<file path="config.mk">
export PLATFORM = sky130hd
export DESIGN_NAME = axi_register_rd
export DESIGN_NICKNAME = d
export VERILOG_FILES = /design/src/common/axi_rd_pkg.sv /design/src/ar_reg_slice.sv /design/src/r_skid_slice.sv /design/src/axi_register_rd.sv
export VERILOG_INCLUDE_DIRS = /design/src /design/src/common
export SDC_FILE = /design/constraint.sdc
export NUM_CORES = 1
export LEC_CHECK = 0
export BUFFER_PORTS_ARGS = -buffer_cell sky130_fd_sc_hd__buf_4
export CAP_MARGIN = 20
export CORE_ASPECT_RATIO = 0.9
export CORE_UTILIZATION = 30
export CTS_CLUSTER_DIAMETER = 120
export CTS_CLUSTER_SIZE = 12
export DETAILED_ROUTE_END_ITERATION = 16
export PLACE_DENSITY = 0.6
export SKIP_CTS_REPAIR_TIMING = 1
export SLEW_MARGIN = 20
export SYNTH_ARGS = -nofsm -noshare
export SYNTH_HDL_FRONTEND = slang
export SYNTH_HIERARCHICAL = 1
export SYNTH_SLANG_ARGS = --single-unit
</file>
<file path="constraint.sdc">
create_clock -name clk -period 3.9 [get_ports clk]
set_input_delay 0.195 -clock clk [delete_from_list [all_inputs] [get_ports clk]]
set_output_delay 0.195 -clock clk [all_outputs]
set_load 0.01 [all_outputs]
</file>
<file path="src/common/axi_rd_consts.svh">
// AXI read slice widths
`ifndef AXI_RD_CONSTS_SVH
`define AXI_RD_CONSTS_SVH

// transaction id carried on ar and r
// must match between master and slave sides
`define AXI_ID_WIDTH 8

// byte address of the first beat of a burst
`define AXI_ADDR_WIDTH 32

// read data bus
// one beat per r transfer
`define AXI_DATA_WIDTH 32

// burst length field, beats minus one
// full AXI4 range of 256 beats
`define AXI_LEN_WIDTH 8

// the remaining ar fields have fixed widths from the AXI4 spec
// size 3, lock 1, cache 4, prot 3, qos 4, region 4
// and are written out directly in the beat structs

// both channel slices take their payload width from these
// through the structs in the package

`endif

</file>
<file path="src/common/axi_rd_pkg.sv">
// AXI read channel types
`default_nettype none

`include "axi_rd_consts.svh"

package axi_rd_pkg;

    // arburst encoding
    // 2'b11 is reserved in AXI4
    typedef enum logic [1:0] {
        BURST_FIXED = 2'b00,
        BURST_INCR  = 2'b01,
        BURST_WRAP  = 2'b10
    } axi_burst_e;

    // rresp encoding
    typedef enum logic [1:0] {
        RESP_OKAY   = 2'b00,
        RESP_EXOKAY = 2'b01,
        RESP_SLVERR = 2'b10,
        RESP_DECERR = 2'b11
    } axi_resp_e;

    // one read address beat, id in the top bits
    typedef struct packed {
        logic [`AXI_ID_WIDTH-1:0]   id;
        logic [`AXI_ADDR_WIDTH-1:0] addr;
        logic [`AXI_LEN_WIDTH-1:0]  len;
        logic [2:0]                 size;
        axi_burst_e                 burst;
        logic                       lock;
        logic [3:0]                 cache;
        logic [2:0]                 prot;
        logic [3:0]                 qos;
        logic [3:0]                 region;
    } ar_beat_t;

    // one read data beat
    typedef struct packed {
        logic [`AXI_ID_WIDTH-1:0]   id;
        logic [`AXI_DATA_WIDTH-1:0] data;
        axi_resp_e                  resp;
        logic                       last;
    } r_beat_t;

endpackage

`default_nettype wire

</file>
<file path="src/ar_reg_slice.sv">
// AR channel one-entry register
`default_nettype none

module ar_reg_slice
    import axi_rd_pkg::*;
(
    input  wire           clk,
    input  wire           rst,

    // upstream, from the master
    input  wire ar_beat_t s_ar,
    input  wire           s_arvalid,
    output logic          s_arready,

    // downstream, towards the slave
    output ar_beat_t      m_ar,
    output logic          m_arvalid,
    input  wire           m_arready
);

    // output register and its valid flag
    ar_beat_t m_ar_reg;
    logic     m_arvalid_reg;
    logic     m_arvalid_next;

    // registered ready towards the master
    logic s_arready_reg;
    logic s_arready_early;

    // load strobe for the payload register
    logic store_input_to_output;

    assign s_arready = s_arready_reg;
    assign m_ar      = m_ar_reg;
    assign m_arvalid = m_arvalid_reg;

    // next valid state and payload load
    always_comb begin
        m_arvalid_next        = m_arvalid_reg;
        store_input_to_output = 1'b0;

        if (s_arready_reg) begin
            // register is empty here, take whatever the master offers
            m_arvalid_next        = s_arvalid;
            store_input_to_output = 1'b1;
        end else if (m_arready) begin
            // slave took the held beat
            m_arvalid_next = 1'b0;
        end
    end

    // ready only when the register will be empty after this edge
    // a full register therefore always costs one bubble cycle
    assign s_arready_early = ~m_arvalid_next;

    // control state
    always_ff @(posedge clk or posedge rst) begin
        if (rst) begin
            s_arready_reg <= 1'b0;
            m_arvalid_reg <= 1'b0;
        end else begin
            s_arready_reg <= s_arready_early;
            m_arvalid_reg <= m_arvalid_next;
        end
    end

    // address beat payload
    always_ff @(posedge clk) begin
        if (store_input_to_output) begin
            m_ar_reg <= s_ar;
        end
    end

endmodule

`default_nettype wire

</file>
<file path="src/r_skid_slice.sv">
// R channel skid buffer
`default_nettype none

module r_skid_slice
    import axi_rd_pkg::*;
(
    input  wire          clk,
    input  wire          rst,

    // upstream, from the slave
    input  wire r_beat_t m_r,
    input  wire          m_rvalid,
    output logic         m_rready,

    // downstream, towards the master
    output r_beat_t      s_r,
    output logic         s_rvalid,
    input  wire          s_rready
);

    // output register
    r_beat_t s_r_reg;
    logic    s_rvalid_reg;
    logic    s_rvalid_next;

    // skid register, catches the beat in flight when the master stalls
    r_beat_t skid_r_reg;
    logic    skid_rvalid_reg;
    logic    skid_rvalid_next;

    // registered ready towards the slave
    logic m_rready_reg;
    logic m_rready_early;

    // datapath moves for this edge
    logic store_input_to_output;
    logic store_input_to_skid;
    logic store_skid_to_output;

    assign m_rready = m_rready_reg;
    assign s_r      = s_r_reg;
    assign s_rvalid = s_rvalid_reg;

    // keep accepting if the master is ready,
    // or if nothing can land in the skid register on this edge
    // (skid empty and either the output is empty or no beat arrives)
    assign m_rready_early = s_rready |
                            (~skid_rvalid_reg & (~s_rvalid_reg | ~m_rvalid));

    always_comb begin
        s_rvalid_next         = s_rvalid_reg;
        skid_rvalid_next      = skid_rvalid_reg;
        store_input_to_output = 1'b0;
        store_input_to_skid   = 1'b0;
        store_skid_to_output  = 1'b0;

        if (m_rready_reg) begin
            if (s_rready | ~s_rvalid_reg) begin
                // output drains or is empty, input goes straight through
                s_rvalid_next         = m_rvalid;
                store_input_to_output = 1'b1;
            end else begin
                // output stalled, park the incoming beat
                skid_rvalid_next    = m_rvalid;
                store_input_to_skid = 1'b1;
            end
        end else if (s_rready) begin
            // input closed, move skid beat forward
            s_rvalid_next        = skid_rvalid_reg;
            skid_rvalid_next     = 1'b0;
            store_skid_to_output = 1'b1;
        end
    end

    // control state
    always_ff @(posedge clk or posedge rst) begin
        if (rst) begin
            m_rready_reg    <= 1'b0;
            s_rvalid_reg    <= 1'b0;
            skid_rvalid_reg <= 1'b0;
        end else begin
            m_rready_reg    <= m_rready_early;
            s_rvalid_reg    <= s_rvalid_next;
            skid_rvalid_reg <= skid_rvalid_next;
        end
    end

    // output payload, from input or from skid
    always_ff @(posedge clk) begin
        if (store_input_to_output) begin
            s_r_reg <= m_r;
        end else if (store_skid_to_output) begin
            s_r_reg <= skid_r_reg;
        end
    end

    // skid payload
    always_ff @(posedge clk) begin
        if (store_input_to_skid) begin
            skid_r_reg <= m_r;
        end
    end

endmodule

`default_nettype wire

</file>
<file path="src/axi_register_rd.sv">
// AXI4 read register slice
`default_nettype none

module axi_register_rd
    import axi_rd_pkg::*;
(
    input  wire           clk,
    input  wire           rst,

    // master side, read address in
    input  wire ar_beat_t s_ar,
    input  wire           s_arvalid,
    output logic          s_arready,

    // master side, read data out
    output r_beat_t       s_r,
    output logic          s_rvalid,
    input  wire           s_rready,

    // slave side, read address out
    output ar_beat_t      m_ar,
    output logic          m_arvalid,
    input  wire           m_arready,

    // slave side, read data in
    input  wire r_beat_t  m_r,
    input  wire           m_rvalid,
    output logic          m_rready
);

    // address channel
    // simple register, one bubble per accepted beat
    ar_reg_slice ar_slice (
        .clk       (clk),
        .rst       (rst),
        .s_ar      (s_ar),
        .s_arvalid (s_arvalid),
        .s_arready (s_arready),
        .m_ar      (m_ar),
        .m_arvalid (m_arvalid),
        .m_arready (m_arready)
    );

    // data channel
    // skid buffer, full rate
    // note the names flip here since r flows from the slave side back to the master
    r_skid_slice r_slice (
        .clk      (clk),
        .rst      (rst),
        .m_r      (m_r),
        .m_rvalid (m_rvalid),
        .m_rready (m_rready),
        .s_r      (s_r),
        .s_rvalid (s_rvalid),
        .s_rready (s_rready)
    );

    // both slices register their own outputs
    // nothing is added between the ports and the instances
    // so the top adds no latency

endmodule

`default_nettype wire

</file>
==> Word-level counts from Yosys, hierarchy flattened <==
Index checks and enable logic that the tools add are counted.
{ "word_totals": {"register_bits": 160, "in_bits": 118, "output_inout_bits": 116} }
{ "op_classes": {"eq_ne": 2, "n_mux": 17, "n_bitwise": 8, "reduce_logical": 4} }
{ "op_table": {"columns": ["cell", "count"], "rows": [
  ["43-bit two-way mux", 2],
  ["1-bit two-way mux", 15],
  ["2-bit inequality test, second input constant", 2],
  ["1-bit NOT", 4],
  ["2-bit AND reduction", 2],
  ["2-bit nonzero test", 2],
  ["1-bit bitwise OR", 3],
  ["1-bit bitwise AND", 1]
]} }

==> Longest topological paths before layout <==
{ "depth": {"word_depth": 5, "mapped_depth": 4, "ltp_nobuf": 3} }

==> By module <==
Netlist, hierarchy kept.
{ "modules_own_cells": {"columns": ["module", "n_inst", "cells_each", "area_each_um2", "seq_area_each_um2"], "rows": [
  ["r_skid_slice", 1, 153, 3438.3, 2657.5],
  ["ar_reg_slice", 1, 76, 2155.8, 2122.0]
]} }

==> Worst setup path after synthesis <==
OpenSTA, ideal clock, no wires.
{ "synth_timing": {"path_kind": "flip-flop to flip-flop", "startpoint": "reg r_slice.m_rready_reg (netlist: r_slice/m_rready)", "endpoint": "reg r_slice/skid_r_reg[0] in the netlist's numbering, enable pin", "setup_time_ps": 443, "arrival_time_ps": 2456, "required_ps": 3457, "slack_ps": 1001, "path_stages_with_launch": 4, "cell_sequence": "dfrtp_1 > clkbuf_2 > nand2_1 > nor2_1"} }
{ "synth_via": {"elab_chain_cells": 1} }
{ "synth_rtl": {"columns": ["element", "line_no", "source"], "rows": [
  ["from (decl)", "r_skid_slice.sv:32", "logic m_rready_reg;"],
  ["from (signal assigned)", "r_skid_slice.sv:82", "m_rready_reg <= m_rready_early;"],
  ["1-bit two-way mux", "r_skid_slice.sv:57", "if (m_rready_reg) begin"],
  ["net r_slice.store_input_to_skid", "r_skid_slice.sv:37", "logic store_input_to_skid;"],
  ["to (signal assigned)", "r_skid_slice.sv:100", "skid_r_reg <= m_r;"],
  ["to (decl)", "r_skid_slice.sv:27", "r_beat_t skid_r_reg;"]
]} }
The timed path passes the listed nets, and every way through them passes these cells.
A chain may end at the register's enable or synchronous reset.

==> Worst setup path after layout <==
{ "layout_timing": {"startpoint": "reg ar_slice.s_arready_reg (netlist: ar_slice/s_arready)", "endpoint": "out s_arready"} }
{ "layout_rtl": {"columns": ["element", "line_no", "source"], "rows": [
  ["from (decl)", "ar_reg_slice.sv:27", "logic s_arready_reg;"],
  ["from (signal assigned)", "ar_reg_slice.sv:62", "s_arready_reg <= s_arready_early;"],
  ["to (decl)", "axi_register_rd.sv:13", "output logic s_arready,"]
]} }
No word-level cell between the ends.

==> summary.txt <==
Drt
  – DRC: 0
  – Vias per cell: about 4.1
  – Detailed-route wire length: 13600 µm
  – Detailed Routing Iterations Pass 1: 4
  – Starting DRT DRC Count: 152
  – Routed WL per cell: about 16 µm
  – Via count: 3500
  – Final ANT Viol Nets: 0

Power and ir drop
  – VDD IR-drop max: ~0.28 mV
  – LEAKAGE: 0.00389 µW
  – Power per cell area: 504 nW/µm²

Clock network
  – H-tree levels: 4
  – CTS sink cnt: 160
  – Longest Clk Path Bufs: 2
  – Root Driver: clkbuf_16
  – Clock-pin slew on the worst setup and hold paths: 0.07 ns
  – CTS tree: built
  – Clk_lat worst skew: 0.41 ns
  – TritonCTS Buffers: 17

Setup path
  – Worst path max stage delay: 0.88 ns
  – Startpoint types: register
  – Critical path type: register to primary output
  – Largest fanout on the critical path: 40
  – Crit. End Element: primary output
  – CP Cell Sequence: buf_4 > buf_4
  – Critical Path RT: around 3.7 ns
  – CP most frequent cell: buf_4
  – R2r setup slk: 2.04 ns
  – Arr. time, crit path: 1.91 ns
  – Critical-path top delay cell: dfrtp_2

Logic synthesis
  – Synth cell types: 20
  – Mapped Area: 5590 µm²
  – Synth Net Count: ~350
  – Register area share after synthesis: 85.4%
  – Post-synth top flop: edfxtp_1
  – Synthesized area per cell: 24.4 µm²
  – Syn. warnings: 6
  – Ys async rst share: 3.13%
  – Synthesized flop and latch total: 160
  – Post-Syn Instances: 229
  – Post-synth EDFFs: approximately 160

GRT
  – Tot GR Track Use: 12.9%
  – Total gr overflow: 0
  – Initial antenna violation count: 0
  – First-pass GRT wire length: 18300 µm
  – Vias in the first global route: 3244
  – Largest net degree at the start of global routing: 44

Cells and area
  – Max reg flops: 69
  – Fraction of layout cells with a size suffix above 1: between 50% and 60%
  – Nets: 710
  – Ant. Diodes: 0
  – Area Growth Syn to Fin: 67.3%
  – # fillers: 1456
  – Most common cell after layout, fill and taps aside: buf_4
  – Design Area, Final: just over 9000 µm²
  – Commonest non-fill, non-tap cells in the layout: buf_4 (236), edfxtp_1 (155), dlygate4sd3_1 (113), mux2_4 (40), clkbuf_16 (17)

Placement
  – Dpl ws: 2.01 ns
  – Final GP Congestion: 0.823
  – Buffers on Ports: 233
  – Hpwl dp: 8980 µm
  – Area after DPL: 7630 µm²

STA
  – Final critical-path share of the clock period: a little over half
  – Worst relative slew slack: 30.5%
  – Setup_tns: 0 ns
  – Worst Max-Slew Pin Slew: 1.04 ns
  – Fin crit period: approximately 2.1 ns
  – Final Setup Violations: 0
  – Setup WS post-layout: 1.80 ns
  – Worst Clk Skew: 0.00745 ns
  – RSZ-0062 raised after global routing: no
  – Pins Over Slew Limit: 0
  – Max Clk Rate: around 0.48 GHz
  – Hold violation count in the final report: 0

Floorplan
  – CORE AREA: 18000 µm²
  – I/O Pins: roughly 230
  – Die Y: between 100 and 150 µm
  – Initial Util: 31.2%
  – Die ar.: 19200 µm²
  – Cell Rows: 46
  – Die Wd: 146 µm

Outcome
  – Outcome: completed

Min path
  – HP Class: input pin to register

Job
  – Max-cap check violation count: 0
cells in the mapped netlist, types with 2 or more instances:
cell type	count	area share (%)
edfxtp_1	155	83
mux2_2	3	0.60
nand2_1	4	0.27
nand2b_4	2	0.49
inv_1	3	0.20
dfrtp_1	5	2.2
buf_6	4	0.81
mux2_4	40	11
a21o_1	2	0.27
cells by family after synthesis:
kind of cell	Yosys count	synth area share (%)
AO/OA/AOI/OAI	7	0.783
multiplexers	43	11.3
flip-flops	160	85.4
buffers and inverters	8	1.10
AND/OR/NAND/NOR	11	1.34
power by group:
part | switching [µW] | total, µW | internal [µW]
clock | 732 | 1650 | 916
combinational | 346 | 825 | 478
sequential | 90.3 | 2240 | 2150
total | 1170 | 4720 | 3550
layer usage:
layer  share of wire, %  wire length, µm  GRT usage [%]  vias to the layer above
met5                  0                0              0                        -
met4                1.2              162           2.98                        0
met3                9.3             1260           6.39                       15
met2                 52             7030           22.6                      184
met1                 38             5140           13.7                     1670
li1                   -                -              -                     1631
layout make-up:
type	count	area, µm²	area share [%]
Clock buffer	17	425	4.55
Clock inverter	15	174	1.86
Inverter	3	11.3	0.120
Multi-Input combinational cell	61	762	8.14
Sequential cell	160	4780	51.1
Tap cell	240	300	3.21
Timing Repair Buffer	349	2900	31.0
worst paths after layout:
kind                                      end  depth (start not counted)                   from
setup / recovery                    s_arready                          2     ar_slice/s_arready
setup reg to reg              r_slice/s_r[38]                          3       r_slice/s_rvalid
hold reg to reg                r_slice/s_r[3]                          1  r_slice/skid_r_reg[3]
max in group asynchronous    r_slice/s_rvalid                          3                    rst
min in group asynchronous  ar_slice/s_arready                          3                    rst
hold / removal             ar_slice/m_arvalid                          3              s_arvalid
through the flow:
stage,util (%),hold slack (ns),cells,power [µW]
2_1_floorplan,-,-0.0638,229,2610
3_3_place_gp,42.5,0.0659,700,3010
3_5_place_dp,42.5,0.0723,700,3020
4_1_cts,45.8,-0.391,732,4680
5_1_grt,52.1,0.0265,845,4910
6_report,52.1,0.0431,845,4720
critical path: cells and delay by family (launching register included):
kind / cells / cell delay [ns]
buffers and inverters: 2 / 0.59
DFF: 1 / 0.88
Note: power is estimated with default switching activity, not from simulation.
